## src/cpu_pkg.sv

```systemverilog
package cpu_pkg;

    typedef logic [15:0] word_t;    // Data and instruction word
    typedef logic [2:0]  reg_idx_t; // Register number
    typedef logic [5:0]  addr_t;    // Instruction memory address
    typedef logic [4:0]  opcode_t;

    // Carry, zero, negative from msb down
    typedef logic [2:0] flags_t;

    localparam int FLAG_C = 2;
    localparam int FLAG_Z = 1;
    localparam int FLAG_N = 0;

    // Opcode map, bits [15:11] of the instruction
    localparam opcode_t OP_NOP  = 5'b00000;
    localparam opcode_t OP_SETC = 5'b00001;
    localparam opcode_t OP_NOT  = 5'b00011;
    localparam opcode_t OP_INC  = 5'b00101;
    localparam opcode_t OP_LDM  = 5'b01110; // Immediate in the next word
    localparam opcode_t OP_ADD  = 5'b11001;
    localparam opcode_t OP_SUB  = 5'b11010;
    localparam opcode_t OP_AND  = 5'b11011;
    localparam opcode_t OP_OR   = 5'b11100;
    localparam opcode_t OP_MOV  = 5'b11101;
    localparam opcode_t OP_HLT  = 5'b11111;

    // Decoded op queue
    localparam int FIFO_DEPTH = 4;
    localparam int FIFO_PTR_W = $clog2(FIFO_DEPTH);
    localparam int FIFO_CNT_W = $clog2(FIFO_DEPTH + 1); // Holds 0 to FIFO_DEPTH

    // One decoded instruction, 27 bits
    typedef struct packed {
        opcode_t  opcode;
        reg_idx_t rd;
        reg_idx_t rs;
        word_t    imm;    // LDM only
    } decoded_op_t;

    // Wishbone master request, 25 bits
    typedef struct packed {
        logic  cyc;
        logic  stb;
        logic  we;
        addr_t adr;
        word_t dat;  // Write data
    } wb_req_t;

    // Fetch FSM states
    typedef enum logic [2:0] {
        FS_IDLE,
        FS_FETCH,
        FS_DECODE,
        FS_IMM,
        FS_HALT
    } fetch_state_t;

endpackage

```

## src/exec_unit.sv

```systemverilog
`timescale 1ns/1ps

module exec_unit (
    input  logic                 clk,
    input  logic                 rst,
    input  cpu_pkg::decoded_op_t pop_op,
    input  logic                 pop_valid,
    output logic                 pop_ready,
    input  cpu_pkg::reg_idx_t    reg_sel,
    output cpu_pkg::word_t       reg_value,
    output cpu_pkg::flags_t      flags,
    output logic [15:0]          retired,
    output logic                 done
);
    import cpu_pkg::*;

    word_t regs [2**$bits(reg_idx_t)]; // R0 to R7

    logic   fire;       // Op accepted this cycle
    word_t  rd_val;
    word_t  rs_val;
    word_t  result;
    logic   carry;
    logic   wr_en;      // Result goes to rd
    logic   upd_zn;     // Zero and negative follow result
    flags_t flags_nxt;

    assign pop_ready = !done; // Stop draining after HLT
    assign fire      = pop_valid && pop_ready;

    // Operands read at execute time
    assign rd_val = regs[pop_op.rd];
    assign rs_val = regs[pop_op.rs];

    // Observation port
    assign reg_value = regs[reg_sel];

    always_comb begin
        result = rd_val;
        carry  = flags[FLAG_C]; // Kept unless the op sets it
        wr_en  = 1'b0;
        upd_zn = 1'b0;
        case (pop_op.opcode)
            OP_NOT: begin
                result = ~rd_val;
                wr_en  = 1'b1;
                upd_zn = 1'b1;
            end
            OP_INC: begin
                {carry, result} = {1'b0, rd_val} + 17'd1;
                wr_en  = 1'b1;
                upd_zn = 1'b1;
            end
            OP_ADD: begin
                {carry, result} = {1'b0, rd_val} + {1'b0, rs_val};
                wr_en  = 1'b1;
                upd_zn = 1'b1;
            end
            OP_SUB: begin
                {carry, result} = {1'b0, rd_val} - {1'b0, rs_val}; // Msb is borrow
                wr_en  = 1'b1;
                upd_zn = 1'b1;
            end
            OP_AND: begin
                result = rd_val & rs_val;
                wr_en  = 1'b1;
                upd_zn = 1'b1;
            end
            OP_OR: begin
                result = rd_val | rs_val;
                wr_en  = 1'b1;
                upd_zn = 1'b1;
            end
            OP_MOV: begin
                result = rs_val; // No flag change
                wr_en  = 1'b1;
            end
            OP_LDM: begin
                result = pop_op.imm;
                wr_en  = 1'b1;
            end
            OP_SETC: carry = 1'b1;
            default: begin
                // NOP, HLT and unknown opcodes
            end
        endcase

        flags_nxt         = flags;
        flags_nxt[FLAG_C] = carry;
        if (upd_zn) begin
            flags_nxt[FLAG_Z] = (result == '0);
            flags_nxt[FLAG_N] = result[15]; // Sign bit
        end
    end

    // Write, flags and count share one edge
    always_ff @(posedge clk) begin
        if (rst) begin
            for (int i = 0; i < $size(regs); i++) begin
                regs[i] <= '0;
            end
            flags   <= '0;
            retired <= '0;
            done    <= 1'b0;
        end else if (fire) begin
            if (wr_en) begin
                regs[pop_op.rd] <= result;
            end
            flags   <= flags_nxt;
            retired <= retired + 16'd1; // Every op counts
            if (pop_op.opcode == OP_HLT) begin
                done <= 1'b1; // Sticky until reset
            end
        end
    end

endmodule

```

## src/fetch_decode.sv

```systemverilog
`timescale 1ns/1ps

module fetch_decode (
    input  logic                 clk,
    input  logic                 rst,
    input  logic                 run,
    output cpu_pkg::addr_t       fetch_addr,
    input  cpu_pkg::word_t       fetch_data,
    output cpu_pkg::decoded_op_t push_op,
    output logic                 push_valid,
    input  logic                 push_ready
);
    import cpu_pkg::*;

    fetch_state_t state, state_nxt;
    addr_t        pc;       // Word being fetched or decoded
    decoded_op_t  held_op;  // LDM fields while the immediate arrives

    opcode_t  dec_opcode;
    reg_idx_t dec_rd;
    reg_idx_t dec_rs;
    logic     is_ldm;
    logic     push_fire;

    // Instruction fields, low 5 bits unused
    assign dec_opcode = fetch_data[15:11];
    assign dec_rd     = fetch_data[10:8];
    assign dec_rs     = fetch_data[7:5];
    assign is_ldm     = (dec_opcode == OP_LDM);

    assign push_fire = push_valid && push_ready;

    always_comb begin
        state_nxt  = state;
        fetch_addr = pc;   // Re-read same word so a stall keeps data steady
        push_valid = 1'b0;
        push_op    = '{opcode: dec_opcode, rd: dec_rd, rs: dec_rs, imm: '0};
        case (state)
            FS_IDLE: begin
                if (run) begin
                    state_nxt = FS_FETCH;
                end
            end
            FS_FETCH: begin
                state_nxt = FS_DECODE; // Memory latency
            end
            FS_DECODE: begin
                if (is_ldm) begin
                    // Start reading the immediate word now
                    fetch_addr = pc + addr_t'(1);
                    state_nxt  = FS_IMM;
                end else begin
                    push_valid = 1'b1;
                    if (push_ready) begin
                        state_nxt = (dec_opcode == OP_HLT) ? FS_HALT : FS_FETCH;
                    end
                end
            end
            FS_IMM: begin
                push_valid  = 1'b1;
                push_op     = held_op;
                push_op.imm = fetch_data; // Word after LDM
                if (push_ready) begin
                    state_nxt = FS_FETCH;
                end
            end
            default: begin
                // FS_HALT, nothing more fetched
            end
        endcase
    end

    always_ff @(posedge clk) begin
        if (rst) begin
            state <= FS_IDLE;
            pc    <= '0;
        end else begin
            state <= state_nxt;
            // Step past LDM opcode word and past each pushed word
            if ((state == FS_DECODE && is_ldm) || push_fire) begin
                pc <= pc + addr_t'(1);
            end
        end
    end

    // Keep LDM opcode and rd for the IMM cycle
    always_ff @(posedge clk) begin
        if (state == FS_DECODE) begin
            held_op <= push_op;
        end
    end

endmodule

```

## src/instr_mem.sv

```systemverilog
`timescale 1ns/1ps

module instr_mem (
    input  logic             clk,
    input  logic             rst,
    input  cpu_pkg::wb_req_t wb_req,
    output logic             wb_ack,
    output cpu_pkg::word_t   wb_dat,
    input  cpu_pkg::addr_t   fetch_addr,
    output cpu_pkg::word_t   fetch_data
);
    import cpu_pkg::*;

    // Program store, one word per address
    word_t mem [2**$bits(addr_t)];

    logic wb_hit; // Valid Wishbone access this cycle

    // Ack already up means this access is done
    assign wb_hit = wb_req.cyc && wb_req.stb && !wb_ack;

    // Single cycle ack, raised the cycle after stb is seen
    always_ff @(posedge clk) begin
        if (rst) begin
            wb_ack <= 1'b0;
        end else begin
            wb_ack <= wb_hit;
        end
    end

    always_ff @(posedge clk) begin
        // Program load lands on the ack edge
        if (wb_hit && wb_req.we) begin
            mem[wb_req.adr] <= wb_req.dat;
        end
        if (wb_hit) begin
            wb_dat <= mem[wb_req.adr]; // Readback, valid with ack
        end
        fetch_data <= mem[fetch_addr]; // One cycle fetch latency
    end

endmodule

```

## src/op_fifo.sv

```systemverilog
`timescale 1ns/1ps

module op_fifo (
    input  logic                 clk,
    input  logic                 rst,
    input  cpu_pkg::decoded_op_t push_op,
    input  logic                 push_valid,
    output logic                 push_ready,
    output cpu_pkg::decoded_op_t pop_op,
    output logic                 pop_valid,
    input  logic                 pop_ready
);
    import cpu_pkg::*;

    decoded_op_t entries [FIFO_DEPTH]; // Ring storage

    logic [FIFO_PTR_W-1:0] wr_ptr;
    logic [FIFO_PTR_W-1:0] rd_ptr;
    logic [FIFO_CNT_W-1:0] count;  // Entries held
    logic full;
    logic empty;
    logic do_push;
    logic do_pop;

    assign full  = (count == FIFO_CNT_W'(FIFO_DEPTH));
    assign empty = (count == '0);

    assign push_ready = !full;
    assign pop_valid  = !empty;
    assign pop_op     = entries[rd_ptr]; // Head of queue

    assign do_push = push_valid && push_ready;
    assign do_pop  = pop_valid && pop_ready;

    always_ff @(posedge clk) begin
        if (rst) begin
            wr_ptr <= '0;
            rd_ptr <= '0;
            count  <= '0;
        end else begin
            if (do_push) begin
                wr_ptr <= (wr_ptr == FIFO_PTR_W'(FIFO_DEPTH - 1)) ? '0 : wr_ptr + 1'b1;
            end
            if (do_pop) begin
                rd_ptr <= (rd_ptr == FIFO_PTR_W'(FIFO_DEPTH - 1)) ? '0 : rd_ptr + 1'b1;
            end
            case ({do_push, do_pop})
                2'b10:   count <= count + 1'b1;
                2'b01:   count <= count - 1'b1;
                default: count <= count;   // Both or neither
            endcase
        end
    end

    // Payload only
    always_ff @(posedge clk) begin
        if (do_push) begin
            entries[wr_ptr] <= push_op;
        end
    end

endmodule

```

## src/pipelined_processor.sv

```systemverilog
`timescale 1ns/1ps

module pipelined_processor (
    input  logic              clk,
    input  logic              rst,
    input  cpu_pkg::wb_req_t  wb_req,   // Program load port
    input  logic              run,
    output logic              wb_ack,
    output cpu_pkg::word_t    wb_dat,
    input  cpu_pkg::reg_idx_t reg_sel,
    output cpu_pkg::word_t    reg_value,
    output cpu_pkg::flags_t   flags,
    output logic [15:0]       retired,
    output logic              done
);
    import cpu_pkg::*;

    // Fetch path
    addr_t fetch_addr;
    word_t fetch_data;

    // Producer side of the queue
    decoded_op_t push_op;
    logic        push_valid;
    logic        push_ready;

    // Consumer side
    decoded_op_t pop_op;
    logic        pop_valid;
    logic        pop_ready;

    instr_mem u_instr_mem (
        .clk        (clk),
        .rst        (rst),
        .wb_req     (wb_req),
        .wb_ack     (wb_ack),
        .wb_dat     (wb_dat),
        .fetch_addr (fetch_addr),
        .fetch_data (fetch_data)
    );

    fetch_decode u_fetch_decode (
        .clk        (clk),
        .rst        (rst),
        .run        (run),
        .fetch_addr (fetch_addr),
        .fetch_data (fetch_data),
        .push_op    (push_op),
        .push_valid (push_valid),
        .push_ready (push_ready)
    );

    op_fifo u_op_fifo (
        .clk        (clk),
        .rst        (rst),
        .push_op    (push_op),
        .push_valid (push_valid),
        .push_ready (push_ready),
        .pop_op     (pop_op),
        .pop_valid  (pop_valid),
        .pop_ready  (pop_ready)
    );

    exec_unit u_exec_unit (
        .clk        (clk),
        .rst        (rst),
        .pop_op     (pop_op),
        .pop_valid  (pop_valid),
        .pop_ready  (pop_ready),
        .reg_sel    (reg_sel),
        .reg_value  (reg_value),
        .flags      (flags),
        .retired    (retired),
        .done       (done)
    );

endmodule

```

## config.mk

```make
export PLATFORM = sky130hd
export DESIGN_NAME = pipelined_processor
export DESIGN_NICKNAME = d
export VERILOG_FILES = /design/src/cpu_pkg.sv /design/src/exec_unit.sv /design/src/fetch_decode.sv /design/src/instr_mem.sv /design/src/op_fifo.sv /design/src/pipelined_processor.sv
export SDC_FILE = /design/constraint.sdc
export NUM_CORES = 2
export LEC_CHECK = 0
export BUFFER_PORTS_ARGS = -buffer_cell sky130_fd_sc_hd__buf_4
export CAP_MARGIN = 20
export CORE_UTILIZATION = 40
export CTS_BUF_LIST = sky130_fd_sc_hd__clkbuf_8
export DETAILED_ROUTE_END_ITERATION = 6
export PLACE_DENSITY = 0.62
export SLEW_MARGIN = 20
export SYNTH_ARGS = -nofsm -noshare
export SYNTH_HDL_FRONTEND = slang
export SYNTH_SLANG_ARGS = --single-unit
```

## constraint.sdc

```tcl
create_clock -name clk -period 7.8 [get_ports clk]
set_input_delay 1.17 -clock clk [delete_from_list [all_inputs] [get_ports clk]]
set_output_delay 1.17 -clock clk [all_outputs]
set_load 0.02 [all_outputs]
```

Yosys cells after proc, flatten, opt, wreduce, memory -nomap -nowiden

Memories as Yosys holds them, arrays and structs flattened. A register that Yosys moved wholly into a read port is not among the register bits.
Cells that the tools add are included.
W data, S select, Z words.

Memory bits (read-only): 0
Output and inout port bits: 53
Memories: 2
RAM bits: 1,132
Register bits: 176
Latch bits: 0
Bits of input ports: 31

Shift-type cells: 0
$mul: 0
Eq/ne operators: 23
Add/sub/neg operators: 9
$lt $le $gt $ge: 4
Div/mod/pow operators: 0
Reduce and logical (&&, ||, !) cells: 25
Bitwise logic cells: 6
Muxes and demuxes: 36

Memories:

| memory            | words | width | read ports | clocked after Yosys merged registers in | write ports | RTL line        | text |
|---|---|---|---|---|---|---|---|
| u_instr_mem.mem   | 64    | 16    | 2          | 2                                       | 1           | instr_mem.sv:15 | `word_t mem [2**$bits(addr_t)];` |
| u_op_fifo.entries | 4     | 27    | 1          | 1                                       | 1           | op_fifo.sv:15   | `decoded_op_t entries [FIFO_DEPTH];` |

Operator list:

| cell                    | number |
|---|---|
| $bmux W16 S3            | 3 |
| $bwmux W128             | 1 |
| $pmux W16 S8            | 1 |
| $mux W16                | 7 |
| $demux W16 S3           | 1 |
| $eq A5 B5 Y1 const B    | 7 |
| $mux W27                | 1 |
| $add A16 B1 Y17 const B | 1 |
| $add A16 B16 Y17        | 1 |
| $sub A16 B16 Y17        | 1 |
| $add A16 B1 Y16 const B | 1 |
| $and A16 B16 Y16        | 1 |
| $logic_not A16 Y1       | 1 |
| $not A16 Y16            | 1 |
| $or A16 B16 Y16         | 1 |
| $mux W3                 | 5 |
| $ge A4 B4 Y1 const B    | 3 |
| $mux W6                 | 2 |
| $not A3 Y4              | 3 |
| $pmux W3 S4             | 1 |
| $eq A5 B4 Y1 const B    | 2 |
| $mux W2                 | 4 |
| $reduce_and A2 Y1       | 4 |
| $reduce_bool A4 Y1      | 2 |
| 27 further kinds        | 48 |

Depth between registers and ports, before layout

Word-level depth: 7
Gate-level depth with buffers: 25
Depth with buffers taken out: 19

By module

Synthesis repeated with hierarchy kept, for this count alone.

Cell total of the unflattened synthesis: 4,314
Area total of the unflattened synthesis: 65,853.2 µm²

Modules (own cells, without submodules):

| module       | times used | cells each | area an instance (µm²) |
|---|---|---|---|
| instr_mem    | 1          | 2,748      | 48,693.0 |
| exec_unit    | 1          | 1,260      | 11,633.7 |
| op_fifo      | 1          | 193        | 4,390.5 |
| fetch_decode | 1          | 113        | 1,136.1 |

Least setup slack after synthesis

No wires, ideal clock.

Path type: register to register
From: register (tool-made name)
To: register u_exec_unit.flags[1]
Stages on the path, launching flop included: 24
Period minus slack after synthesis: 5.399 ns
Path buffers: 7
Slack: 2.401 ns
Data required time: 7.741 ns
Arrival: 5.340 ns
Cell sequence: dfxtp_1 -> buf_6 -> buf_12 -> buf_12 -> mux4_2 -> buf_6 -> buf_6 -> buf_2 -> mux4_2 -> mux2i_1 -> inv_1 -> ha_1 -> clkbuf_1 -> a21oi_1 -> nor2b_1 -> a211o_1 -> xnor2_1 -> o22ai_1 -> or4_1 -> a211o_1 -> or4b_1 -> nor4_2 -> nand4_1 -> nand2_1

RTL lines:

| what                 | RTL line         | text |
|---|---|---|
| end signal, assigned | exec_unit.sv:109 | `flags <= flags_nxt;` |
| end, declared        | exec_unit.sv:11  | `output cpu_pkg::flags_t flags,` |

==> summary.md <==
| Metric | Value |
|---|---|
| Run status | `finished, violations left` |
| Failing checks | `design-rule violations` |
| Nets | `4,212` |
| P&R area growth vs syn | `12.33%` |
| # rows | `145` |
| Worst Setup End Kind | `flop` |
| Worst min path class | `flop to flop` |
| CP peak stage delay | `0.85 ns` |
| Detailed Route WL | `203.8 mm` |
| Unrepaired setup endpoints after global routing | `false` |
| Total gr overflow | `0` |
| Post-synthesis cell area | `62,820 um2` |
| Seq/Total Area, Yosys | `61.23%` |
| Largest net degree at the start of global routing | `118` |
| Routed WL per cell | `32.04 um` |
| Chip Width | `398.3 um` |
| Syn nets | `4,105` |
| Die area | `158,600 um2` |
| Tot GR Track Use | `25.26%` |
| Crit path max-delay family | `compound AO/OA/AOI/OAI gates` |
| Final Wtd Congestion | `0.9366` |
| Hold Buf Count CTS | `0` |
| Area leader, netlist | `edfxtp_1` |
| Setup slack after layout | `1.450 ns` |
| Endpoints failing setup | `0` |
| Worst skew pair latency | `0.98 ns` |
| Critical Path Fanout Max | `31` |
| Leakage Power | `0.02287 uW` |
| Most common cell in the netlist | `edfxtp_1` |
| Worst EP required | `8.67 ns` |
| Main flop type after synthesis | `edfxtp_1` |
| Cts bufs inserted | `217` |
| Vias | `41,977` |
| Clock slew at reported path FFs | `0.06 ns` |
| Critical Path Source Type | `flop` |
| Die H | `398.3 um` |
| Seq cells post-synth | `1,342` |
| Starting Density | `40.26%` |
| Initial antenna violation count | `15` |
| Peak Freq | `0.1575 GHz` |
| Yosys cell types | `94` |
| Number of global-route vias before repair | `39,406` |
| Placed Instances | `5,954` |
| Period utilization | `81.41%` |
| Top cells by area, synth | `edfxtp_1 (55%), mux4_2 (15%), dfxtp_1 (5.8%)` |
| Least-Margin Pin Slew | `1.263 ns` |
| Pwr Density | `258.3 nW/um2` |
| Setup TNS | `0 ns` |
| Critical path arrival | `7.22 ns` |
| Post-Syn Instances | `4,011` |
| Critical path buffer and inverter count | `2` |
| Max Cap Viol | `0` |
| H-tree Lvls | `4` |
| PortBufs | `83` |
| Crit path time final | `6.350 ns` |
| Buffer count from post-CTS setup fixing | `0` |
| Via-to-Cell Ratio | `6.599` |
| Mean Syn Cell Area | `15.66 um2` |
| Min-Delay Startpoint | `u_exec_unit.flags[0]$_SDFFE_PP0P_` |
| Deepest clock path buffer count | `3` |
| Kind of critical path | `flop to flop` |
| First-pass GRT wire length | `289.0 mm` |
| Drt first pass iters | `7` |
| Root Buffer | `clkbuf_8` |
| DRT iter0 DRCs | `6,688` |
| Core area | `156,000 um2` |
| IO Pins | `84` |
| Remaining antenna violation count | `0` |
| Yosys warning count | `0` |
| Yosys top cell area share | `55.40%` |
| Post-synth top cells | `edfxtp_1 (1,159), mux4_2 (412), a22oi_1 (338), nor2_1 (276), clkbuf_1 (217)` |
| CP max stage cell | `mux4_2` |
| CTS Sinks | `1,342` |
| Drt drc | `2` |
| Most frequent CP cell | `a21oi_1` |
| TritonCTS clock tree | `yes` |
| Final slew viol count | `0` |
| Worst-path cell chain | `mux4_2, buf_4, mux2_1, a22o_1, nor2_1, inv_1, ha_1, and3_1, a31o_2, o2111a_1, nor3_1, o21ai_0, a2111oi_0, o221ai_1, a21oi_1, nor2_2, or2_1, a21oi_1` |
| Worst vdd ir | `0.0001947 V` |
| CTS resizes | `0` |
| Worst Skew | `0.08102 ns` |
| DP Wirelength | `125.5 mm` |
| Placement Setup Slack | `1.476 ns` |
| Worst slew margin | `15.09%` |
| Post-synth ARST share | `0%` |
| Layout cells sized above 1 | `24.82%` |
| Non-filler cells, final | `6,361` |
| Final Hold Fails | `0` |
| Post-synth EDFFs | `1,159` |
-- metal layers --
layer	global-route usage, %	wire (um)	up-vias
li1	-	-	17049
met2	38.16	92490	3024
met3	6.473	24980	411
met5	0	121	-
met1	34.79	78100	21475
met4	10.26	8105	18
-- layout by cell type (no fill, tap or decap), types with 100 or more instances in the layout --
cell type	n
dfxtp_1	182
a31oi_1	100
inv_1	118
a22oi_1	338
mux2i_1	117
buf_4	185
a22o_1	102
mux4_2	412
a221oi_1	112
nor2_1	208
edfxtp_1	1159
clkbuf_8	227
-- worst register-to-register path, delay by kind of cell, from the launching register on --
kind,cells,cell delay [ns]
mux,2,1.22
fa+ha+maj,1,0.41
flops,1,0.65
compound gates,8,2.19
buf+inv,2,0.67
simple gates,5,1.16
-- logic make-up after synthesis --
kind of cell	after synthesis	share of synthesized area (%)
AO/OA/AOI/OAI	975	11.72
XOR/XNOR	36	0.5019
adder cells (fa/ha/maj)	63	1.291
buffers and inverters	379	2.454
flip-flops	1342	61.23
multiplexers	581	17.88
AND/OR/NAND/NOR	635	4.925
-- state kept, by name, indices dropped and copies added (netlist names), 6 cells and up, named ones only --
name and cells:
u_instr_mem.mem 1024, u_exec_unit.regs 128, u_op_fifo.entries 108, u_exec_unit.retired 16, u_instr_mem.fetch_data 16, u_instr_mem.wb_dat 16
u_fetch_decode.held_op 11, u_fetch_decode.pc 6
-- cell type report --
cell class                      count  area [um2]
Fill cell                       13643       85460
Sequential cell                  1342       38470
Multi-Input combinational cell   2290       23240
Clock buffer                      227        3124
Tap cell                         2058        2575
Timing Repair Buffer              203        1734
Clock inverter                    173        1170
Inverter                           64       240.2
Antenna cell                        4       10.01
-- power breakdown --
group          switching, uW  leakage [uW]  internal [uW]
sequential               116        0.0119           7910
clock                   2970       0.00241           3080
combinational           2640       0.00855           1500
total                   5730        0.0229          12500
-- stage by stage --
stage	hold slack, ns	total power, uW	cell area (um2)	util (%)
after CTS	0.4397	18240	70490	45.18
after floorplan	0.4541	10980	62820	-
after global routing	0.4774	18860	70560	45.22
final	0.4578	18230	70570	45.23
after detailed placement	0.4515	12240	66190	42.42
after global placement	0.4428	12220	66140	42.39
-- final timing paths --
kind                                  endpoint  slack, ns  depth (start not counted)
max          u_exec_unit.flags[0]$_SDFFE_PP0P_       1.45                         18
min          u_exec_unit.flags[0]$_SDFFE_PP0P_       0.46                          2
max reg2reg  u_exec_unit.flags[0]$_SDFFE_PP0P_       1.45                         18
min reg2reg  u_exec_unit.flags[0]$_SDFFE_PP0P_       0.46                          2
Note: power is estimated with default switching activity, not from simulation.
